### src/hdl/ex_pkg.sv
////////////////////////////////////////
// Execute stage package
// Widths, types and encodings shared by
// the execute stage, its ALU and the
// rule checker
////////////////////////////////////////

package ex_pkg;

  ////////////////////////////////////////
  // Data types
  ////////////////////////////////////////

  // Data and address word, also used for pc, offsets and targets
  typedef logic [31:0] word_t;

  // Branch compare selector, encoded like the funct3 field of the branch opcodes
  typedef enum logic [2:0] {
    CMP_BEQ  = 3'd0,
    CMP_BNE  = 3'd1,
    CMP_BLT  = 3'd4,
    CMP_BGE  = 3'd5,
    CMP_BLTU = 3'd6,
    CMP_BGEU = 3'd7
  } cmp_op_t;

  // One enable per functional unit
  typedef logic [3:0] unit_en_t;

  // Bit positions inside unit_en_t
  localparam int unsigned UNIT_ALU = 0;
  localparam int unsigned UNIT_BCH = 1;
  localparam int unsigned UNIT_CSR = 2;
  localparam int unsigned UNIT_LSU = 3;

  ////////////////////////////////////////
  // Checker flags
  ////////////////////////////////////////

  // Sticky violation flags of the rule checker
  typedef logic [5:0] viol_t;

  // Halt without kill left the stage ready or valid
  localparam int unsigned V_HALT   = 0;
  // Kill left the stage not ready, or still valid
  localparam int unsigned V_KILL   = 1;
  // Illegal CSR access reached writeback with its CSR enable set
  localparam int unsigned V_CSR    = 2;
  // First half of a split access reached writeback with rf_we set
  localparam int unsigned V_SPLIT  = 3;
  // More than one functional unit enabled at once
  localparam int unsigned V_ONEHOT = 4;
  // Data-independent timing broken: branch untaken, bad target or mode change
  localparam int unsigned V_DIT    = 5;

  ////////////////////////////////////////
  // Pc increments
  ////////////////////////////////////////

  // Next-instruction step for compressed instructions
  localparam word_t PC_STEP_C = 32'd2;
  // Next-instruction step for uncompressed instructions
  localparam word_t PC_STEP_W = 32'd4;

endpackage

### src/hdl/ex_alu_if.sv
////////////////////////////////////////
// Execute ALU interface
// Carries the ALU request from the stage
// and the ALU results back, with a
// read-only view for the checker
////////////////////////////////////////

`timescale 1ns/1ps

interface ex_alu_if;

  // Request side, driven from the execute register
  ex_pkg::word_t    op_a;
  ex_pkg::word_t    op_b;
  ex_pkg::word_t    pc;
  ex_pkg::word_t    offset;
  ex_pkg::cmp_op_t  cmp_op;
  logic             compressed;
  logic             dataindtiming;

  // Stage bookkeeping that the checker watches
  ex_pkg::unit_en_t unit_en;
  logic             instr_valid;

  // Result side, all combinational in the ALU
  ex_pkg::word_t    result;
  logic             cmp_result;
  logic             branch_decision;
  ex_pkg::word_t    branch_target;

  modport stage (
    output op_a, op_b, pc, offset, cmp_op, compressed, dataindtiming, unit_en, instr_valid,
    input  result, cmp_result, branch_decision, branch_target
  );

  modport alu (
    input  op_a, op_b, pc, offset, cmp_op, compressed, dataindtiming,
    output result, cmp_result, branch_decision, branch_target
  );

  modport monitor (
    input op_a, op_b, pc, offset, cmp_op, compressed, dataindtiming, unit_en, instr_valid,
    input result, cmp_result, branch_decision, branch_target
  );

endinterface

### src/hdl/ex_alu.sv
////////////////////////////////////////
// Execute ALU
// Operand adder, branch comparator and
// branch target unit, all combinational
////////////////////////////////////////

`timescale 1ns/1ps

module ex_alu (
  ex_alu_if.alu bus
);

  // Step to the next sequential instruction
  ex_pkg::word_t seq_step;
  // Signed views of the operands for BLT and BGE
  logic signed [31:0] op_a_s;
  logic signed [31:0] op_b_s;

  ////////////////////////////////////////
  // Adder
  ////////////////////////////////////////

  // ALU operations only need the sum here, wrap-around is intended
  assign bus.result = bus.op_a + bus.op_b;

  ////////////////////////////////////////
  // Branch comparator
  ////////////////////////////////////////

  assign op_a_s = bus.op_a;
  assign op_b_s = bus.op_b;

  always_comb begin
    case (bus.cmp_op)
      ex_pkg::CMP_BEQ:  bus.cmp_result = (bus.op_a == bus.op_b);
      ex_pkg::CMP_BNE:  bus.cmp_result = (bus.op_a != bus.op_b);
      ex_pkg::CMP_BLT:  bus.cmp_result = (op_a_s < op_b_s);
      ex_pkg::CMP_BGE:  bus.cmp_result = (op_a_s >= op_b_s);
      ex_pkg::CMP_BLTU: bus.cmp_result = (bus.op_a < bus.op_b);
      ex_pkg::CMP_BGEU: bus.cmp_result = (bus.op_a >= bus.op_b);
      // Unused encodings never branch
      default:          bus.cmp_result = 1'b0;
    endcase
  end

  // In data-independent timing mode every branch is taken, so the
  // decision no longer depends on the operand values
  assign bus.branch_decision = bus.cmp_result | bus.dataindtiming;

  ////////////////////////////////////////
  // Branch target
  ////////////////////////////////////////

  // Compressed branches are 2 bytes long, all others 4
  assign seq_step = bus.compressed ? ex_pkg::PC_STEP_C : ex_pkg::PC_STEP_W;

  always_comb begin
    if (bus.cmp_result) begin
      // Real branch, jump by the immediate offset
      bus.branch_target = bus.pc + bus.offset;
    end else begin
      // Untaken compare, which in DIT mode is still a taken branch
      // that lands on the next instruction
      bus.branch_target = bus.pc + seq_step;
    end
  end

endmodule

### src/hdl/ex_stage.sv
////////////////////////////////////////
// Execute stage
// Execute pipeline register with halt and
// kill control, writeback register and
// suppression of CSR and rf write enables
////////////////////////////////////////

`timescale 1ns/1ps

module ex_stage (
  input  logic              clk,
  input  logic              rst_n_i,

  // Decode side, sampled when the instruction is accepted
  input  logic              id_valid_i,
  input  ex_pkg::word_t     pc_i,
  input  ex_pkg::word_t     op_a_i,
  input  ex_pkg::word_t     op_b_i,
  input  ex_pkg::word_t     offset_i,
  input  ex_pkg::cmp_op_t   cmp_op_i,
  input  ex_pkg::unit_en_t  unit_en_i,
  input  logic              compressed_i,

  // Levels that apply to the instruction currently in EX
  input  logic              csr_illegal_i,
  input  logic              lsu_split_i,
  input  logic              dataindtiming_i,

  // Controller and writeback handshake
  input  logic              halt_i,
  input  logic              kill_i,
  input  logic              wb_ready_i,

  output logic              ex_ready_o,
  output logic              ex_valid_o,

  // Writeback register
  output logic              wb_valid_o,
  output ex_pkg::word_t     wb_result_o,
  output logic              wb_rf_we_o,
  output logic              wb_csr_en_o,

  // Branch resolution, combinational from the execute register
  output logic              branch_taken_o,
  output ex_pkg::word_t     branch_target_o,

  ex_alu_if.stage           bus
);

  // Execute register contents
  logic              instr_valid_q;
  ex_pkg::word_t     pc_q;
  ex_pkg::word_t     op_a_q;
  ex_pkg::word_t     op_b_q;
  ex_pkg::word_t     offset_q;
  ex_pkg::cmp_op_t   cmp_op_q;
  ex_pkg::unit_en_t  unit_en_q;
  logic              compressed_q;

  // Transfer strobes
  logic              ex_load;
  logic              wb_load;
  // Write enables after suppression
  logic              rf_we_next;
  logic              csr_en_next;

  ////////////////////////////////////////
  // Ready and valid
  ////////////////////////////////////////

  // Kill always frees the stage, halt freezes it otherwise
  assign ex_ready_o = kill_i | (~halt_i & (~instr_valid_q | wb_ready_i));
  assign ex_valid_o = instr_valid_q & ~halt_i & ~kill_i;

  assign ex_load = id_valid_i & ex_ready_o;
  assign wb_load = ex_valid_o & wb_ready_i;

  ////////////////////////////////////////
  // Execute register
  ////////////////////////////////////////

  always_ff @(posedge clk or negedge rst_n_i) begin
    if (!rst_n_i) begin
      instr_valid_q <= 1'b0;
    end else if (ex_ready_o) begin
      // Either a new instruction arrives or the stage empties
      instr_valid_q <= id_valid_i;
    end
  end

  // Payload only moves on acceptance, its content is qualified by the valid bit
  always_ff @(posedge clk) begin
    if (ex_load) begin
      pc_q         <= pc_i;
      op_a_q       <= op_a_i;
      op_b_q       <= op_b_i;
      offset_q     <= offset_i;
      cmp_op_q     <= cmp_op_i;
      unit_en_q    <= unit_en_i;
      compressed_q <= compressed_i;
    end
  end

  // Present the held instruction to the ALU
  assign bus.op_a          = op_a_q;
  assign bus.op_b          = op_b_q;
  assign bus.pc            = pc_q;
  assign bus.offset        = offset_q;
  assign bus.cmp_op        = cmp_op_q;
  assign bus.compressed    = compressed_q;
  assign bus.dataindtiming = dataindtiming_i;
  assign bus.unit_en       = unit_en_q;
  assign bus.instr_valid   = instr_valid_q;

  ////////////////////////////////////////
  // Writeback register
  ////////////////////////////////////////

  // The first half of a split load/store must not write the register file
  assign rf_we_next = unit_en_q[ex_pkg::UNIT_ALU] | unit_en_q[ex_pkg::UNIT_CSR] |
                      (unit_en_q[ex_pkg::UNIT_LSU] & ~lsu_split_i);
  // Illegal CSR accesses lose their CSR write
  assign csr_en_next = unit_en_q[ex_pkg::UNIT_CSR] & ~csr_illegal_i;

  always_ff @(posedge clk or negedge rst_n_i) begin
    if (!rst_n_i) begin
      wb_valid_o  <= 1'b0;
      wb_rf_we_o  <= 1'b0;
      wb_csr_en_o <= 1'b0;
    end else if (wb_load) begin
      wb_valid_o  <= 1'b1;
      wb_rf_we_o  <= rf_we_next;
      wb_csr_en_o <= csr_en_next;
    end else if (wb_ready_i) begin
      // Writeback consumed its entry and nothing follows
      wb_valid_o  <= 1'b0;
      wb_rf_we_o  <= 1'b0;
      wb_csr_en_o <= 1'b0;
    end
  end

  always_ff @(posedge clk) begin
    if (wb_load) begin
      wb_result_o <= bus.result;
    end
  end

  ////////////////////////////////////////
  // Branch outputs
  ////////////////////////////////////////

  assign branch_taken_o  = ex_valid_o & unit_en_q[ex_pkg::UNIT_BCH] & bus.branch_decision;
  assign branch_target_o = bus.branch_target;

endmodule

### src/hdl/ex_stage_checker.sv
////////////////////////////////////////
// Execute stage checker
// Watches the stage rules at every clock
// edge and keeps one sticky flag for each
// rule that was broken
////////////////////////////////////////

`timescale 1ns/1ps

module ex_stage_checker (
  input  logic              clk,
  input  logic              rst_n_i,

  input  logic              halt_i,
  input  logic              kill_i,
  input  logic              ex_ready_i,
  input  logic              ex_valid_i,
  input  logic              wb_ready_i,
  input  ex_pkg::unit_en_t  unit_en_i,
  input  logic              instr_valid_i,
  input  logic              csr_illegal_i,
  input  logic              lsu_split_i,
  input  logic              wb_valid_i,
  input  logic              wb_rf_we_i,
  input  logic              wb_csr_en_i,
  input  logic              branch_taken_i,

  ex_alu_if.monitor         mon,

  output ex_pkg::viol_t     violation_o
);

  // Qualifying conditions captured in the transfer cycle
  logic          csr_chk_q;
  logic          split_chk_q;
  // Previous cycle state for the timing mode rule
  logic          dit_q;
  logic          instr_valid_q;

  logic          transfer;
  ex_pkg::word_t seq_target;
  ex_pkg::viol_t viol_now;

  assign transfer   = ex_valid_i & wb_ready_i;
  assign seq_target = mon.pc + (mon.compressed ? ex_pkg::PC_STEP_C : ex_pkg::PC_STEP_W);

  ////////////////////////////////////////
  // Rule evaluation
  ////////////////////////////////////////

  always_comb begin
    viol_now = '0;
    // Halt without kill must freeze the stage completely
    viol_now[ex_pkg::V_HALT]  = halt_i & ~kill_i & (ex_ready_i | ex_valid_i);
    // Kill must free the stage and drop its instruction
    viol_now[ex_pkg::V_KILL]  = kill_i & (~ex_ready_i | ex_valid_i);
    // Writeback entry from an illegal CSR access still enables the CSR
    viol_now[ex_pkg::V_CSR]   = csr_chk_q & wb_valid_i & wb_csr_en_i;
    // Writeback entry from a first split half still writes the rf
    viol_now[ex_pkg::V_SPLIT] = split_chk_q & wb_valid_i & wb_rf_we_i;
    // Any two enables set at once, x & (x - 1) keeps all but the lowest bit
    viol_now[ex_pkg::V_ONEHOT] = instr_valid_i & ((unit_en_i & (unit_en_i - 1'b1)) != '0);
    // In DIT mode a branch is always taken, an untaken compare lands on the
    // next instruction, and the mode must not move under a valid instruction
    viol_now[ex_pkg::V_DIT] =
      (ex_valid_i & unit_en_i[ex_pkg::UNIT_BCH] & mon.dataindtiming &
       (~branch_taken_i |
        (~mon.cmp_result & (mon.branch_target != seq_target)))) |
      (instr_valid_q & (mon.dataindtiming != dit_q));
  end

  ////////////////////////////////////////
  // History and sticky flags
  ////////////////////////////////////////

  always_ff @(posedge clk or negedge rst_n_i) begin
    if (!rst_n_i) begin
      csr_chk_q     <= 1'b0;
      split_chk_q   <= 1'b0;
      dit_q         <= 1'b0;
      instr_valid_q <= 1'b0;
      violation_o   <= '0;
    end else begin
      // Remember which transfers must show suppressed enables next cycle
      csr_chk_q     <= transfer & unit_en_i[ex_pkg::UNIT_CSR] & csr_illegal_i;
      split_chk_q   <= transfer & unit_en_i[ex_pkg::UNIT_LSU] & lsu_split_i;
      dit_q         <= mon.dataindtiming;
      instr_valid_q <= instr_valid_i;
      violation_o   <= violation_o | viol_now;
    end
  end

endmodule

### src/hdl/ex_top.sv
////////////////////////////////////////
// Execute stage top level
// Joins the stage, its ALU and the rule
// checker behind plain ports
////////////////////////////////////////

`timescale 1ns/1ps

module ex_top (
  input  logic              clk,
  input  logic              rst_n_i,
  input  logic              id_valid_i,
  input  ex_pkg::word_t     pc_i,
  input  ex_pkg::word_t     op_a_i,
  input  ex_pkg::word_t     op_b_i,
  input  ex_pkg::word_t     offset_i,
  input  ex_pkg::cmp_op_t   cmp_op_i,
  input  ex_pkg::unit_en_t  unit_en_i,
  input  logic              compressed_i,
  input  logic              csr_illegal_i,
  input  logic              lsu_split_i,
  input  logic              dataindtiming_i,
  input  logic              halt_i,
  input  logic              kill_i,
  input  logic              wb_ready_i,
  output logic              ex_ready_o,
  output logic              ex_valid_o,
  output logic              wb_valid_o,
  output ex_pkg::word_t     wb_result_o,
  output logic              wb_rf_we_o,
  output logic              wb_csr_en_o,
  output logic              branch_taken_o,
  output ex_pkg::word_t     branch_target_o,
  output ex_pkg::viol_t     violation_o
);

  // Request and result bus of the ALU
  ex_alu_if alu_bus ();

  ex_stage ex_stage_inst (
    .clk             (clk),
    .rst_n_i         (rst_n_i),
    .id_valid_i      (id_valid_i),
    .pc_i            (pc_i),
    .op_a_i          (op_a_i),
    .op_b_i          (op_b_i),
    .offset_i        (offset_i),
    .cmp_op_i        (cmp_op_i),
    .unit_en_i       (unit_en_i),
    .compressed_i    (compressed_i),
    .csr_illegal_i   (csr_illegal_i),
    .lsu_split_i     (lsu_split_i),
    .dataindtiming_i (dataindtiming_i),
    .halt_i          (halt_i),
    .kill_i          (kill_i),
    .wb_ready_i      (wb_ready_i),
    .ex_ready_o      (ex_ready_o),
    .ex_valid_o      (ex_valid_o),
    .wb_valid_o      (wb_valid_o),
    .wb_result_o     (wb_result_o),
    .wb_rf_we_o      (wb_rf_we_o),
    .wb_csr_en_o     (wb_csr_en_o),
    .branch_taken_o  (branch_taken_o),
    .branch_target_o (branch_target_o),
    .bus             (alu_bus)
  );

  ex_alu ex_alu_inst (
    .bus (alu_bus)
  );

  // The checker sees the registered enables and valid through the bus
  ex_stage_checker ex_stage_checker_inst (
    .clk            (clk),
    .rst_n_i        (rst_n_i),
    .halt_i         (halt_i),
    .kill_i         (kill_i),
    .ex_ready_i     (ex_ready_o),
    .ex_valid_i     (ex_valid_o),
    .wb_ready_i     (wb_ready_i),
    .unit_en_i      (alu_bus.unit_en),
    .instr_valid_i  (alu_bus.instr_valid),
    .csr_illegal_i  (csr_illegal_i),
    .lsu_split_i    (lsu_split_i),
    .wb_valid_i     (wb_valid_o),
    .wb_rf_we_i     (wb_rf_we_o),
    .wb_csr_en_i    (wb_csr_en_o),
    .branch_taken_i (branch_taken_o),
    .mon            (alu_bus),
    .violation_o    (violation_o)
  );

endmodule

### config.mk
export PLATFORM = sky130hd
export DESIGN_NAME = ex_top
export DESIGN_NICKNAME = d
export VERILOG_FILES = /design/src/hdl/ex_pkg.sv /design/src/hdl/ex_alu_if.sv /design/src/hdl/ex_alu.sv /design/src/hdl/ex_stage.sv /design/src/hdl/ex_stage_checker.sv /design/src/hdl/ex_top.sv
export SDC_FILE = /design/constraint.sdc
export NUM_CORES = 1
export LEC_CHECK = 0
export ABC_AREA = 1
export BUFFER_PORTS_ARGS = -buffer_cell sky130_fd_sc_hd__buf_4
export CELL_PAD_IN_SITES_DETAIL_PLACEMENT = 0
export CELL_PAD_IN_SITES_GLOBAL_PLACEMENT = 1
export CORE_ASPECT_RATIO = 1.75
export CORE_MARGIN = 2
export CORE_UTILIZATION = 31
export CTS_CLUSTER_DIAMETER = 150
export DETAILED_ROUTE_END_ITERATION = 6
export GPL_TIMING_DRIVEN = 0
export PLACE_DENSITY_LB_ADDON = 0.3
export SETUP_SLACK_MARGIN = 0.05
export SLEW_MARGIN = 20
export SYNTH_ARGS = -nofsm -noshare
export SYNTH_HDL_FRONTEND = slang
export SYNTH_SLANG_ARGS = --single-unit
### constraint.sdc
create_clock -name clk -period 17.3 [get_ports clk]
set_input_delay 3.46 -clock clk [delete_from_list [all_inputs] [get_ports clk]]
set_output_delay 3.46 -clock clk [all_outputs]
set_load 0.01 [all_outputs]
==> impl_metrics.py <==
metrics = {
    "floorplanning": {
        "rows": 92,
        "ioPinCount": 221,
        "design.core.area_sq_mm": 0.03603,
        "start_util_pct": 31.43,
        "dieArea_sq_mm": 0.03814,
        "fp.dieH_microns": 256.9,
        "die_width_microns": 148.5,
    },
    "logic_synthesis": {
        "ys.flop_type": "edfxtp_1",
        "ys_seq_elements": 182,
        "syn_avg_cell_area_sq_um": 9.299,
        "syn_inst": 1218,
        "synth_area_sq_mm": 0.01133,
        "synth_largest_area_cell": "edfxtp_1",
        "syn_nets": 1462,
        "synth.area.top_cells": "edfxtp_1 45%, ha_1 11%, nand2_1 8.4%",
        "seq_area_frac_synth_pct": 47.64,
        "synth-edff-count": 168,
        "synth_top_area_share_pct": 44.54,
        "synth_cell_types": 46,
        "postSynth.asyncResetShare_pct": 7.692,
        "synth_warnings": 0,
    },
    "critical_path": {
        "setup.worst_path.start_class": "primary input",
        "crit_arrival_ns": 4.28,
        "rrSetupSlack_ns": 14.21,
        "cp.required_ns": 13.84,
        "r2r_end": "ex_stage_inst.wb_result_o[26]",
        "cp-end-kind": "output pin",
        "cp_max_fo": 3,
        "rr_worst_depth": 15,
        "r2r-start": "ex_stage_inst.bus.op_a[0]",
        "critPathKind": "primary input to output pin",
    },
    "power_and_ir_drop": {
        "cellLeakagePower_nw": 6.399,
        "ir_drop_mv": 0.05990,
        "p_per_area_mw_per_mm2": 85.30,
    },
    "clock_network": {
        "cts_buffers": 17,
        "cts_hold_buffers": 0,
        "cts.path.max_buffers": 2,
        "clk_latency_ns": 0.45,
        "clkTransAtPathRegs_ns": 0.07,
        "cts_root_buf": "clkbuf_16",
        "ctsResizeCount": 0,
        "htreeDepth": 4,
        "cts_tree": "done",
        "cts_setup_buffers": 0,
        "numClockSinks": 182,
    },
    "place": {
        "placed_cell_area_sq_mm": 0.01378,
        "numPortBuffers": 220,
        "dp_hpwl_microns": 29810,
        "gp_congestion": 0.8825,
    },
    "global_routing": {
        "grt.overflow.total": 0,
        "grt_pass1_vias": 9757,
        "grt_max_degree": 28,
        "grt_usage_pct": 19.09,
        "antenna_found_initial": 3,
        "grt_pass1_wl_microns": 53720,
    },
    "min_path": {
        "whs_path_depth": 0,
        "hold_class": "flip-flop to flip-flop",
        "worstHoldStart": "ex_stage_inst.bus.instr_valid",
        "worstHoldEndpoint": "ex_stage_checker_inst.instr_valid_q",
    },
    "layout": {
        "area_growth_pct": 26.90,
        "nNetsFinal": 1709,
        "drive_above_1_share_pct": 21.52,
        "finish.utilization_pct": 39.89,
        "fin_area_sq_mm": 0.01437,
    },
    "routing": {
        "wl_microns": 35820,
        "wl_per_cell_microns": 18.37,
        "dr.pass1.iters": 4,
        "ant_nets": 0,
        "dr_total_vias": 9117,
        "vias_per_cell": 4.675,
        "drc": 0,
        "detail_route.iter0.violations": 360,
    },
    "job": {
        "cap_violations": 0,
    },
    "timing": {
        "min_period_ns": 7.742,
        "skew_ns": 0.01050,
        "setup_viol": 0,
        "worst_pin_slew_ns": 0.6935,
        "relSlewSlack_pct": 53.28,
        "whs_ns": 0.4153,
        "fin_crit_sh_pct": 44.75,
        "max_freq_mhz": 129.2,
        "slew_viol_final": 0,
        "hold_viol": 0,
        "fin_setup_tns_ns": 0,
        "rsz0062_at_grt": "no",
    },
    "status": {
        "status": "complete, no violations",
    },
}
[cell usage after synthesis (5+ instances only)]
library cell and n:
a21o_1 9, nor3_1 26, dfrtp_1 14, nand3_1 51, o21ai_0 48, xnor2_1 19
o21ai_2 19, inv_1 168, a21oi_1 83, ha_1 96, nand2_1 253, edfxtp_1 168
buf_6 5, o21a_1 8, xor2_1 58, nor2_2 6, nor2_1 96, nor4_1 9
nand4_1 13, o21bai_1 11
[metrics by stage]
step / setup slack [ns] / std cells / total power [mW]
final: 9.558 / 1950 / 1.226
after global routing: 9.536 / 1949 / 1.289
after CTS: 9.560 / 1948 / 1.242
after detailed placement: 9.564 / 1916 / 0.8366
after global placement: -1.754 / 1908 / 0.8405
after floorplan: 2.974 / 1218 / 0.7147
[worst max-delay path, stage by stage]
cell and delay [ns]:
buf_4 0.11, nor3_1 0.33, nand2_1 0.12, nor2_2 0.13, buf_4 0.13
[state kept, by name, indices dropped and copies added, names as in the netlist]
name	flops
ex_stage_inst.bus.unit_en	4
ex_stage_inst.bus.op_a	32
ex_stage_checker_inst.csr_chk_q	1
ex_stage_inst.bus.offset	32
ex_stage_checker_inst.dit_q	1
ex_stage_inst.bus.op_b	32
ex_stage_inst.wb_csr_en_o	1
ex_stage_checker_inst.split_chk_q	1
ex_stage_checker_inst.instr_valid_q	1
ex_stage_inst.wb_result_o	32
ex_stage_inst.bus.cmp_op	3
ex_stage_inst.bus.instr_valid	1
ex_stage_inst.bus.pc	32
ex_stage_inst.bus.compressed	1
ex_stage_inst.wb_valid_o	1
ex_stage_inst.wb_rf_we_o	1
ex_stage_checker_inst.violation_o	6
[kinds of logic after synthesis]
group,after synthesis,synth area share (%)
XOR/XNOR,77,5.955
AND/OR/NAND/NOR,477,18.29
flip-flops,182,47.64
AO/OA/AOI/OAI,199,10.47
buffers and inverters,184,6.507
adder cells (fa/ha/maj),99,11.14
[cell type report]
cell class | instances | area [sq um]
Buffer | 12 | 91.34
Sequential cell | 182 | 5395
Tap cell | 470 | 588.1
Inverter | 172 | 645.6
Clock buffer | 18 | 429.2
Fill cell | 3633 | 21660
Timing Repair Buffer | 228 | 1852
Antenna cell | 2 | 5.005
Multi-Input combinational cell | 852 | 5205
Clock inverter | 14 | 161.4
[worst max-delay path by stage]
| stage | from | endpoint | slack [ns] | cells past startpoint |
|---|---|---|---|---|
| 2_1_floorplan | halt_i | ex_stage_inst.bus.instr_valid | 2.97 | 3 |
| 3_3_place_gp | kill_i | ex_stage_inst.bus.instr_valid | -1.75 | 4 |
| 3_5_place_dp | kill_i | branch_taken_o | 9.56 | 5 |
| 4_1_cts | kill_i | branch_taken_o | 9.56 | 5 |
| 5_1_grt | kill_i | branch_taken_o | 9.54 | 5 |
| 6_report | kill_i | branch_taken_o | 9.56 | 5 |
[cell usage in the layout (no fill, tap or decap), types with 9 or more instances in the layout]
| master | synthesis | layout |
|---|---|---|
| inv_1 | 168 | 167 |
| a21o_1 | 9 | 9 |
| ha_1 | 96 | 96 |
| nand2_1 | 253 | 253 |
| o21ai_2 | 19 | 19 |
| xnor2_1 | 19 | 19 |
| nor2_1 | 96 | 96 |
| nand3_1 | 51 | 51 |
| o21ai_0 | 48 | 48 |
| a21oi_1 | 83 | 83 |
| nor3_1 | 26 | 26 |
| nor4_1 | 9 | 9 |
| o21bai_1 | 11 | 11 |
| buf_4 | 2 | 222 |
| xor2_1 | 58 | 58 |
| dfrtp_1 | 14 | 14 |
| nand4_1 | 13 | 13 |
| clkbuf_16 | 0 | 17 |
| edfxtp_1 | 168 | 168 |
[routing by layer]
metal	routed length, microns	vias up	GRT usage, %
met2	20940	234	38.90
met5	16	-	0
li1	-	4591	-
met3	1406	93	3.528
met4	2271	2	12.09
met1	11180	4197	16.22
[power breakdown]
| group | leakage, nW | switching, mW | internal [mW] |
|---|---|---|---|
| Combinational | 4.35 | 0.175 | 0.122 |
| Clock | 0.282 | 0.197 | 0.206 |
| Sequential | 1.77 | 0.0148 | 0.512 |
Note: power is estimated with default switching activity, not from simulation.
